## src/source/mem_map_pkg.sv

```systemverilog
package mem_map_pkg;
   localparam int word_width = 32;
   localparam int a_depth = 8;     // public matrix A
   localparam int pt_depth = 4;    // plaintext noise
   localparam int sk_depth = 4;    // secret key
   localparam int b_depth = 4;     // public vector b
   localparam int total_words = a_depth + pt_depth + sk_depth + b_depth;
   localparam int word_addr_width = $clog2(total_words + 1);

   // local index widths per region
   localparam int a_idx_width = $clog2(a_depth);
   localparam int pt_idx_width = $clog2(pt_depth);
   localparam int sk_idx_width = $clog2(sk_depth);
   localparam int b_idx_width = $clog2(b_depth);

   localparam int pt_width = 2;
   localparam int sk_width = 2;

   // global word address where each region starts with A at 0
   localparam logic [word_addr_width-1:0] pt_base = word_addr_width'(a_depth);
   localparam logic [word_addr_width-1:0] sk_base = pt_base + word_addr_width'(pt_depth);
   localparam logic [word_addr_width-1:0] b_base = sk_base + word_addr_width'(sk_depth);

   // uart side sees bytes and memory side sees words
   typedef union packed {
      logic [word_width-1:0] word;
      logic [3:0][7:0]       bytes;  // bytes[0] is the lsb
   } key_word_u;

   typedef enum logic [1:0] {region_a, region_pt, region_sk, region_b} region_e;

   function automatic region_e addr_region(input logic [word_addr_width-1:0] addr);
      if (addr < pt_base) return region_a;
      if (addr < sk_base) return region_pt;
      if (addr < b_base) return region_sk;
      return region_b;
   endfunction

   // global address to index inside its region
   function automatic logic [word_addr_width-1:0] addr_local(
      input logic [word_addr_width-1:0] addr
   );
      case (addr_region(addr))
         region_pt: return addr - pt_base;
         region_sk: return addr - sk_base;
         region_b:  return addr - b_base;
         default:   return addr;
      endcase
   endfunction
endpackage

```

## src/source/uart_pkg.sv

```systemverilog
package uart_pkg;
   // 100 MHz clock at 10 Mbaud
   localparam int clks_per_bit = 10;
   localparam int baud_cnt_width = $clog2(clks_per_bit);

   // counter value on the last clock of a bit
   localparam logic [baud_cnt_width-1:0] baud_last = baud_cnt_width'(clks_per_bit - 1);

   // counter value near the middle of the start bit
   localparam logic [baud_cnt_width-1:0] baud_half = baud_cnt_width'(clks_per_bit / 2 - 1);

   typedef struct packed {
      logic       valid;  // one cycle per byte
      logic [7:0] data;
   } rx_byte_t;
endpackage

```

## src/source/dump_sequencer.sv

```systemverilog
`timescale 1ns/1ps

module dump_sequencer import mem_map_pkg::*; (
   input  logic                       clk_100mhz,
   input  logic                       sys_rst,
   input  logic                       dump_en,
   input  logic                       tx_busy,
   output logic [word_addr_width-1:0] rd_addr,
   input  key_word_u                  rd_data,
   output logic [7:0]                 tx_byte,
   output logic                       tx_start,
   output logic                       dump_done
);

   logic [1:0] byte_idx;
   logic       all_sent;
   logic       tx_free;

   assign all_sent = rd_addr == word_addr_width'(total_words);

   // no back to back starts since busy only shows a cycle later
   assign tx_free = !tx_busy && !tx_start;

   always_ff @(posedge clk_100mhz) begin
      if (sys_rst || !dump_en) begin
         rd_addr   <= '0;
         byte_idx  <= 2'd0;
         tx_start  <= 1'b0;
         dump_done <= 1'b0;
      end else begin
         tx_start <= 1'b0;
         if (all_sent) begin
            if (tx_free) dump_done <= 1'b1;  // last frame is out
         end else if (tx_free) begin
            // read data settles well within a 100 clock frame
            tx_byte  <= rd_data.bytes[byte_idx];
            tx_start <= 1'b1;
            byte_idx <= byte_idx + 2'd1;
            if (byte_idx == 2'd3) rd_addr <= rd_addr + 1'b1;
         end
      end
   end

endmodule

```

## src/source/key_memory.sv

```systemverilog
`timescale 1ns/1ps

module key_memory import mem_map_pkg::*; (
   input  logic                       clk_100mhz,
   input  logic                       wr_en,
   input  region_e                    wr_region,
   input  logic [word_addr_width-1:0] wr_addr,    // local index
   input  key_word_u                  wr_data,
   input  logic [word_addr_width-1:0] rd_addr,    // global address
   output key_word_u                  rd_data
);

   logic [word_width-1:0] mem_a  [a_depth];
   logic [pt_width-1:0]   mem_pt [pt_depth];
   logic [sk_width-1:0]   mem_sk [sk_depth];
   logic [word_width-1:0] mem_b  [b_depth];

   logic [word_addr_width-1:0] rd_addr_q;
   logic [word_addr_width-1:0] rd_local;
   region_e                    rd_region;

   always_ff @(posedge clk_100mhz) begin
      if (wr_en) begin
         case (wr_region)
            region_a:  mem_a[wr_addr[a_idx_width-1:0]] <= wr_data.word;
            region_pt: mem_pt[wr_addr[pt_idx_width-1:0]] <= wr_data.word[pt_width-1:0];
            region_sk: mem_sk[wr_addr[sk_idx_width-1:0]] <= wr_data.word[sk_width-1:0];
            region_b:  mem_b[wr_addr[b_idx_width-1:0]] <= wr_data.word;
         endcase
      end
   end

   assign rd_region = addr_region(rd_addr_q);
   assign rd_local  = addr_local(rd_addr_q);

   // stage 1 address register, stage 2 output register
   always_ff @(posedge clk_100mhz) begin
      rd_addr_q <= rd_addr;
      case (rd_region)
         region_a:  rd_data.word <= mem_a[rd_local[a_idx_width-1:0]];
         region_pt: rd_data.word <= word_width'(mem_pt[rd_local[pt_idx_width-1:0]]);
         region_sk: rd_data.word <= word_width'(mem_sk[rd_local[sk_idx_width-1:0]]);
         region_b:  rd_data.word <= mem_b[rd_local[b_idx_width-1:0]];
      endcase
   end

endmodule

```

## src/source/key_store_top.sv

```systemverilog
`timescale 1ns/1ps

module key_store_top import uart_pkg::*, mem_map_pkg::*; (
   input  logic clk_100mhz,
   input  logic sys_rst,
   input  logic uart_rxd,
   input  logic dump_en,
   output logic uart_txd,
   output logic dump_done
);

   rx_byte_t                   rx;
   logic                       word_valid;
   key_word_u                  word;

   // load path into the region memories
   logic                       wr_en;
   region_e                    wr_region;
   logic [word_addr_width-1:0] wr_addr;
   key_word_u                  wr_data;

   // dump path
   logic [word_addr_width-1:0] rd_addr;
   key_word_u                  rd_data;
   logic [7:0]                 tx_byte;
   logic                       tx_start;
   logic                       tx_busy;

   uart_rx u_uart_rx (
      .clk_100mhz (clk_100mhz),
      .sys_rst    (sys_rst),
      .uart_rxd   (uart_rxd),
      .rx         (rx)
   );

   word_assembler u_word_assembler (
      .clk_100mhz (clk_100mhz),
      .sys_rst    (sys_rst),
      .rx         (rx),
      .word_valid (word_valid),
      .word       (word)
   );

   region_loader u_region_loader (
      .clk_100mhz (clk_100mhz),
      .sys_rst    (sys_rst),
      .word_valid (word_valid),
      .word       (word),
      .wr_en      (wr_en),
      .wr_region  (wr_region),
      .wr_addr    (wr_addr),
      .wr_data    (wr_data)
   );

   key_memory u_key_memory (
      .clk_100mhz (clk_100mhz),
      .wr_en      (wr_en),
      .wr_region  (wr_region),
      .wr_addr    (wr_addr),
      .wr_data    (wr_data),
      .rd_addr    (rd_addr),
      .rd_data    (rd_data)
   );

   dump_sequencer u_dump_sequencer (
      .clk_100mhz (clk_100mhz),
      .sys_rst    (sys_rst),
      .dump_en    (dump_en),
      .tx_busy    (tx_busy),
      .rd_addr    (rd_addr),
      .rd_data    (rd_data),
      .tx_byte    (tx_byte),
      .tx_start   (tx_start),
      .dump_done  (dump_done)
   );

   uart_tx u_uart_tx (
      .clk_100mhz (clk_100mhz),
      .sys_rst    (sys_rst),
      .tx_byte    (tx_byte),
      .tx_start   (tx_start),
      .tx_busy    (tx_busy),
      .uart_txd   (uart_txd)
   );

endmodule

```

## src/source/region_loader.sv

```systemverilog
`timescale 1ns/1ps

module region_loader import mem_map_pkg::*; (
   input  logic                       clk_100mhz,
   input  logic                       sys_rst,
   input  logic                       word_valid,
   input  key_word_u                  word,
   output logic                       wr_en,
   output region_e                    wr_region,
   output logic [word_addr_width-1:0] wr_addr,
   output key_word_u                  wr_data
);

   logic [word_addr_width-1:0] load_cnt;
   logic                       load_ok;

   // count stops at total_words and later words are dropped
   assign load_ok = load_cnt < word_addr_width'(total_words);

   always_ff @(posedge clk_100mhz) begin
      if (sys_rst) begin
         load_cnt <= '0;
         wr_en    <= 1'b0;
      end else begin
         wr_en <= word_valid && load_ok;
         if (word_valid && load_ok) begin
            load_cnt  <= load_cnt + 1'b1;
            wr_region <= addr_region(load_cnt);
            wr_addr   <= addr_local(load_cnt);
            wr_data   <= word;
         end
      end
   end

endmodule

```

## src/source/uart_rx.sv

```systemverilog
`timescale 1ns/1ps

module uart_rx import uart_pkg::*; (
   input  logic     clk_100mhz,
   input  logic     sys_rst,
   input  logic     uart_rxd,
   output rx_byte_t rx
);

   logic [1:0]                rx_sync;
   logic                      rx_line;
   logic                      active;
   logic [3:0]                bit_idx;   // 0 start, 1 to 8 data, 9 stop
   logic [baud_cnt_width-1:0] baud_cnt;

   assign rx_line = rx_sync[1];

   always_ff @(posedge clk_100mhz) begin
      if (sys_rst) begin
         rx_sync  <= 2'b11;  // line idles high
         active   <= 1'b0;
         bit_idx  <= 4'd0;
         baud_cnt <= '0;
         rx.valid <= 1'b0;
      end else begin
         rx_sync  <= {rx_sync[0], uart_rxd};
         rx.valid <= 1'b0;
         if (!active) begin
            if (!rx_line) begin   // falling edge may be a start bit
               active   <= 1'b1;
               bit_idx  <= 4'd0;
               baud_cnt <= '0;
            end
         end else if (bit_idx == 4'd0) begin
            if (baud_cnt == baud_half) begin
               baud_cnt <= '0;
               if (rx_line) begin
                  active <= 1'b0;   // only a glitch so back to idle
               end else begin
                  bit_idx <= 4'd1;
               end
            end else begin
               baud_cnt <= baud_cnt + 1'b1;
            end
         end else if (baud_cnt == baud_last) begin
            // middle of a data or stop bit
            baud_cnt <= '0;
            bit_idx  <= bit_idx + 4'd1;
            if (bit_idx == 4'd9) begin
               active   <= 1'b0;
               rx.valid <= rx_line;  // drop framing errors
            end else begin
               rx.data <= {rx_line, rx.data[7:1]};  // lsb first
            end
         end else begin
            baud_cnt <= baud_cnt + 1'b1;
         end
      end
   end

endmodule

```

## src/source/uart_tx.sv

```systemverilog
`timescale 1ns/1ps

module uart_tx import uart_pkg::*; (
   input  logic       clk_100mhz,
   input  logic       sys_rst,
   input  logic [7:0] tx_byte,
   input  logic       tx_start,
   output logic       tx_busy,
   output logic       uart_txd
);

   logic [8:0]                shifter;   // data bits then stop bit
   logic [3:0]                bit_cnt;
   logic [baud_cnt_width-1:0] baud_cnt;

   always_ff @(posedge clk_100mhz) begin
      if (sys_rst) begin
         tx_busy  <= 1'b0;
         uart_txd <= 1'b1;
         bit_cnt  <= 4'd0;
         baud_cnt <= '0;
      end else if (!tx_busy) begin
         if (tx_start) begin
            shifter  <= {1'b1, tx_byte};
            uart_txd <= 1'b0;  // start bit
            tx_busy  <= 1'b1;
            bit_cnt  <= 4'd0;
            baud_cnt <= '0;
         end
      end else if (baud_cnt == baud_last) begin
         baud_cnt <= '0;
         if (bit_cnt == 4'd9) begin
            tx_busy  <= 1'b0;   // stop bit done
            uart_txd <= 1'b1;
         end else begin
            uart_txd <= shifter[0];
            shifter  <= {1'b1, shifter[8:1]};
            bit_cnt  <= bit_cnt + 4'd1;
         end
      end else begin
         baud_cnt <= baud_cnt + 1'b1;
      end
   end

endmodule

```

## src/source/word_assembler.sv

```systemverilog
`timescale 1ns/1ps

module word_assembler import uart_pkg::*, mem_map_pkg::*; (
   input  logic      clk_100mhz,
   input  logic      sys_rst,
   input  rx_byte_t  rx,
   output logic      word_valid,
   output key_word_u word
);

   logic [1:0] lane;  // next byte lane to fill

   always_ff @(posedge clk_100mhz) begin
      if (sys_rst) begin
         lane       <= 2'd0;
         word_valid <= 1'b0;
      end else begin
         word_valid <= 1'b0;
         if (rx.valid) begin
            word.bytes[lane] <= rx.data;
            lane             <= lane + 2'd1;   // wraps back to lane 0
            if (lane == 2'd3) word_valid <= 1'b1;
         end
      end
   end

endmodule

```

## config.mk

```make
export PLATFORM = sky130hd
export DESIGN_NAME = key_store_top
export DESIGN_NICKNAME = d
export VERILOG_FILES = /design/src/source/mem_map_pkg.sv /design/src/source/uart_pkg.sv /design/src/source/dump_sequencer.sv /design/src/source/key_memory.sv /design/src/source/key_store_top.sv /design/src/source/region_loader.sv /design/src/source/uart_rx.sv /design/src/source/uart_tx.sv /design/src/source/word_assembler.sv
export SDC_FILE = /design/constraint.sdc
export NUM_CORES = 1
export LEC_CHECK = 0
export BUFFER_PORTS_ARGS = -buffer_cell sky130_fd_sc_hd__clkbuf_2
export CORE_MARGIN = 4
export CORE_UTILIZATION = 63
export DETAILED_ROUTE_END_ITERATION = 10
export HOLD_SLACK_MARGIN = 0.08
export PLACE_DENSITY_LB_ADDON = 0.2
export SKIP_CTS_REPAIR_TIMING = 1
export SYNTH_ARGS = -nofsm -noshare
export SYNTH_HDL_FRONTEND = slang
export SYNTH_HIERARCHICAL = 1
export SYNTH_SLANG_ARGS = --single-unit
```

## constraint.sdc

```tcl
create_clock -name clk_100mhz -period 4.83 [get_ports clk_100mhz]
set_clock_uncertainty 0.2 [all_clocks]
set_input_delay 0.7245 -clock clk_100mhz [delete_from_list [all_inputs] [get_ports clk_100mhz]]
set_output_delay 0.7245 -clock clk_100mhz [all_outputs]
set_load 0.01 [all_outputs]
```

==> results.ini, run 1 <==
[floorplanning]
ios=6
start_util_pct=63.9
num_rows=67
fp.dieW_um=192
die_area_um2=37000
core_area_um2=33500
dieHeight_um=192

[logic_synthesis]
ys_warn_count=6
syn_nets=1119
postSynthCellCount=1092
synth.avg_cell_area_um2=19.6
netlist_area_um2=21400

[final_layout]
antennaDiodeCount=0
fin_cells=1613
area_delta_synth_final_pct=11.3
drive_above_1_share_pct=20.7
design_area_um2=23800
fin_nets=1148
post-route-util_pct=71.1

[clock_network]
cts-root-buf=clkbuf_16
htree_levels=2
clkTransAtPathRegs_ns=0.06
clock_path_buffers=3
cts_tree=built
insertion_delay_ns=0.57
cts_made_buffers=53
cts.sinks=570

[pwr]
ir_worst_vdd_mv=0.299
powerDensity_nw_per_um2=411
p_leak_nw=7.32

[placement]
gp_congestion=0.755
dp_cells=1514
place_area_um2=22000
dp_hpwl_um=21900
port_buffers=5

[grt]
grt_overflow=0
grt_pass1_vias=10340
grt_use_total_pct=23.2
grt_max_degree=99
antenna_found_initial=0
grt_pass1_wl_um=63400

[timing]
tightest_slew_ns=1.20
slew_headroom_pct=19.2
slew_viol_final=0
clock.fmax_mhz=335
period_needed_ns=2.98
setup_viol=0
rsz0062_at_grt=no
setup_tns_ns=0
whs_ns=0.141
period_share_pct=61.7
hold_viol=0

[route]
final_antenna_net_count=0
drc_errors=0
drt-initial-drc-count=1025
wirelength_um=41300
drt_pass1_iterations=5
avgRoutedWirePerCell_um=25.6
via_per_inst=6.30
vias=10156

[critical_path]
cp-end-kind=flip-flop
crit_type=reg2reg
critPathLaunchType=flip-flop
crit_fanout=29
crit_arrival_ns=2.96
critPathRequiredTime_ns=4.81

[run]
drv_cap=0

[run_status]
outcome=completed

[hold_path]
hp-class=in2reg

## layer usage
metal / vias up / global-route usage, % / part of all wire [%]
met4: 0 / 5.40 / 1.8
li1: 4449 / - / -
met2: 348 / 37.6 / 50
met1: 5291 / 34.3 / 42
met3: 68 / 3.35 / 6.3
met5: - / 0 / 0
## cells in the final DEF (no fill, tap or decap), types with 10 or more instances in the layout
| master | instances |
|---|---|
| edfxtp_1 | 493 |
| mux4_2 | 102 |
| dfxtp_1 | 74 |
| clkbuf_16 | 55 |
| nand2_1 | 54 |
| mux2i_1 | 40 |
| o21ai_0 | 36 |
| a21oi_1 | 24 |
| ha_1 | 23 |
| nor2_1 | 19 |
| buf_4 | 16 |
| inv_1 | 15 |
| clkbuf_1 | 13 |
| nand3_1 | 12 |
| bufinv_16 | 11 |
| nor3_1 | 10 |
| nand2b_1 | 10 |
## worst paths after layout
kind                                                  start                         to  slack [ns]  cells past startpoint
worst min register to register  u_dump_sequencer/rd_addr[0]  u_key_memory/rd_addr_q[0]        0.19                      0
worst min-delay path                               uart_rxd       u_uart_rx/rx_sync[0]        0.14                      2
worst max-delay path                      u_uart_tx/tx_busy       u_uart_tx/shifter[2]        1.85                      3
worst max register to register            u_uart_tx/tx_busy       u_uart_tx/shifter[2]        1.85                      3
## sequential cells by signal, summed over array words and instances, names as in the netlist, 3 cells and up
name / count
u_dump_sequencer/rd_addr: 5
u_dump_sequencer/tx_byte: 8
u_key_memory/mem_a: 256
u_key_memory/mem_b: 128
u_key_memory/mem_pt: 8
u_key_memory/mem_sk: 8
u_key_memory/rd_addr_q: 5
u_key_memory/rd_data: 32
u_region_loader/load_cnt: 5
u_region_loader/wr_addr: 3
u_region_loader/wr_data: 32
u_uart_rx/baud_cnt: 4
u_uart_rx/bit_idx: 4
u_uart_rx/rx: 9
u_uart_tx/baud_cnt: 4
u_uart_tx/bit_cnt: 4
u_uart_tx/shifter: 8
u_word_assembler/word: 32
## area by class of cell
class | instances | area, um^2
clock buffers | 71 | 1470
clock inverters | 28 | 420
fillers | 2007 | 9690
inverters | 16 | 60.1
multi-input cells | 457 | 4790
flip-flops and latches | 570 | 16400
well taps | 448 | 561
repair buffers | 23 | 185
## per-stage QoR
stage | power, W | setup WS [ns]
floorplan | 0.00544 | 0.670
global placement | 0.00546 | 2.00
detailed placement | 0.00546 | 1.82
CTS | 0.00986 | 1.83
global route | 0.0101 | 1.53
finish | 0.00981 | 1.85
## worst max-delay path, cell delays in order (launching register included)
cell	delay [ns]
dfxtp_1	0.95
nand4b_1	0.29
and2_1	0.28
nor3_1	0.87
## where the power goes
part	internal (W)	switching, W
logic	0.0000241	0.0000293
registers	0.00528	0.0000170
clock network	0.00272	0.00174
total	0.00802	0.00178
No activity file was read; power rests on OpenSTA's default activity.
==> inputs of run 2 (changes only) <==
- CORE_UTILIZATION: 63 -> 57
- clock period: 4.83 -> 2.55 ns (I/O delays scaled with it)
==> results.ini, run 2 (synthesized netlist as in run 1, its figures left out) <==
[grt]
antenna_found_initial=0  ; unchanged
grt_max_degree=38  ; -62%
grt_use_total_pct=20.3  ; -2.9 points
grt_pass1_vias=10316  ; -0.23%
grt_overflow=0  ; unchanged
grt_pass1_wl_um=62800  ; -0.84%

[final_layout]
seqCellArea_um2=16400  ; unchanged
final.fill_count=2406  ; +20%
multi_input_area_um2=4820  ; +0.52%
design_area_um2=24200  ; +1.7%
post-route-util_pct=65.7  ; -5.4 points
largest_register_ffs=256  ; unchanged
fin_cells=1692  ; +4.9%
drive_above_1_share_pct=21.6  ; +0.95 points
fin_nets=1170  ; +1.9%
area_delta_synth_final_pct=13.1
antennaDiodeCount=0  ; unchanged
mostFrequentLayoutCell=edfxtp_1
final_cell_mix=edfxtp_1 (493), mux4_2 (102), dfxtp_1 (74), clkbuf_16 (55), nand2_1 (54)

[timing]
slew_viol_final=0  ; unchanged
slew_headroom_pct=44.6  ; +25 points
hold_viol=0  ; unchanged
clock.fmax_mhz=463  ; +38%
period_share_pct=84.7  ; +23 points
setup_viol=0  ; unchanged
rsz0062_at_grt=no
tightest_slew_ns=0.831  ; -0.372 ns
period_needed_ns=2.16  ; -0.821 ns
post-route-worst-setup-slack_ns=0.390  ; -1.46 ns

[floorplanning]
dieHeight_um=202  ; +4.9%
core_area_um2=36900  ; +10%
die_area_um2=40700  ; +10%
start_util_pct=58.1  ; -5.8 points
num_rows=70  ; +4.5%
fp.dieW_um=202  ; +4.9%
ios=6  ; unchanged

[clock_network]
htree_levels=2  ; unchanged
cts_tree=built
cts.sinks=570  ; unchanged
cts-root-buf=clkbuf_16
insertion_delay_ns=0.59  ; +0.02 ns
clkTransAtPathRegs_ns=0.06  ; about the same
clock_path_buffers=3  ; unchanged
cts_made_buffers=54  ; +1.9%

[pwr]
seq_power_share_pct=54.9  ; +0.9 points
ir_worst_vdd_mv=0.638  ; +110%
powerDensity_nw_per_um2=754  ; +83%
p_sw_share_pct=18.4  ; +0.19 points
p_switching_w=0.00335  ; +88%
p_int_w=0.0149  ; +86%
p_leak_nw=7.45  ; +1.9%
clockPowerShare_pct=44.4  ; -1.0 points
p_comb_share_pct=0.7  ; +0.2 points

[placement]
gp_congestion=0.759  ; +0.42%
post-place-ws_ns=0.415  ; -1.41 ns
dp_hpwl_um=23200  ; +5.7%
place_area_um2=22400  ; +2.1%
port_buffers=5  ; unchanged
dp_cells=1589  ; +5.0%

[run]
drv_cap=0  ; unchanged

[critical_path]
worstPathCellList=nand2b_1 -> or3_1 -> nor3_4 -> buf_12
critPathLaunchType=flip-flop
critPathSlowestCell=or3_1
crit_type=reg2reg
crit_fanout=32  ; +10%
crit_arrival_ns=2.22  ; -0.74 ns
max_stage_delay_ns=0.50  ; -0.45 ns
cp-end-kind=flip-flop
critPathRequiredTime_ns=2.60  ; -2.21 ns

[route]
drc_errors=0  ; unchanged
avgRoutedWirePerCell_um=23.8  ; -7.0%
wirelength_um=40300  ; -2.5%
vias=10057  ; -0.97%
drt_pass1_iterations=5  ; unchanged
via_per_inst=5.94  ; -5.6%
drt-initial-drc-count=838  ; -18%
final_antenna_net_count=0  ; unchanged

[hold_path]
hp-class=in2reg

[run_status]
outcome=completed

==> run 2: cell count changes in the layout (fill, tap and decap cells not counted), sizes merged <==
cell / previous run / this run
bufinv: 11 / 8
clkinv: 13 / 19
clkbuf: 76 / 77
clkinvlp: 3 / 1
dlygate4sd3: 0 / 2
buf: 18 / 37
==> run 2: metrics by stage <==
step	hold WS [ns]	power, W	TNS (ns)
global placement	0.181	0.0103	0
floorplan	0.168	0.0103	-54.49
finish	0.0899	0.0183	0
CTS	-0.235	0.0184	0
detailed placement	0.185	0.0104	0
global route	0.125	0.0188	0
==> run 2: final cells by class <==
cell class | count | share of cell area (%)
sequential | 570 | 67.5
timing repair buffer | 44 | 2.31
clock inverter | 29 | 1.42
clock buffer | 72 | 6.07
tap | 504 | 2.60
multi-input combinational | 457 | 19.9
inverter | 16 | 0.248
==> run 2: worst paths after layout <==
| path | endpoint | startpoint | depth (start not counted) | slack [ns] |
|---|---|---|---|---|
| hold reg to reg | u_key_memory/rd_addr_q[1] | u_dump_sequencer/rd_addr[1] | 0 | 0.19 |
| hold / removal | u_word_assembler/word_valid | sys_rst | 3 | 0.09 |
| setup reg to reg | u_key_memory/mem_a[0][10] | u_region_loader/wr_region[0] | 4 | 0.39 |
| setup / recovery | u_key_memory/mem_a[0][10] | u_region_loader/wr_region[0] | 4 | 0.39 |
==> run 2: critical path: cells and delay by family (launching register included) <==
kind,cells,cell delay (ns)
buffers and inverters,1,0.29
and+or+nand+nor,3,0.92
DFF,1,0.42
==> run 2: layer usage <==
layer | part of all wire, % | GRT usage (%)
met3 | 5.5 | 3.14
met5 | 0 | 0
met1 | 44 | 29.5
met4 | 2.2 | 6.15
met2 | 49 | 32.3
==> run 2: power by group through the flow <==
stage,logic [W],clock network (W),registers [W]
after floorplan,0.0000930,0,0.0102
after CTS,0.000131,0.00827,0.0100
after global routing,0.000145,0.00867,0.0100
after global placement,0.000128,0,0.0102
after detailed placement,0.000131,0,0.0102
final,0.000130,0.00811,0.0100
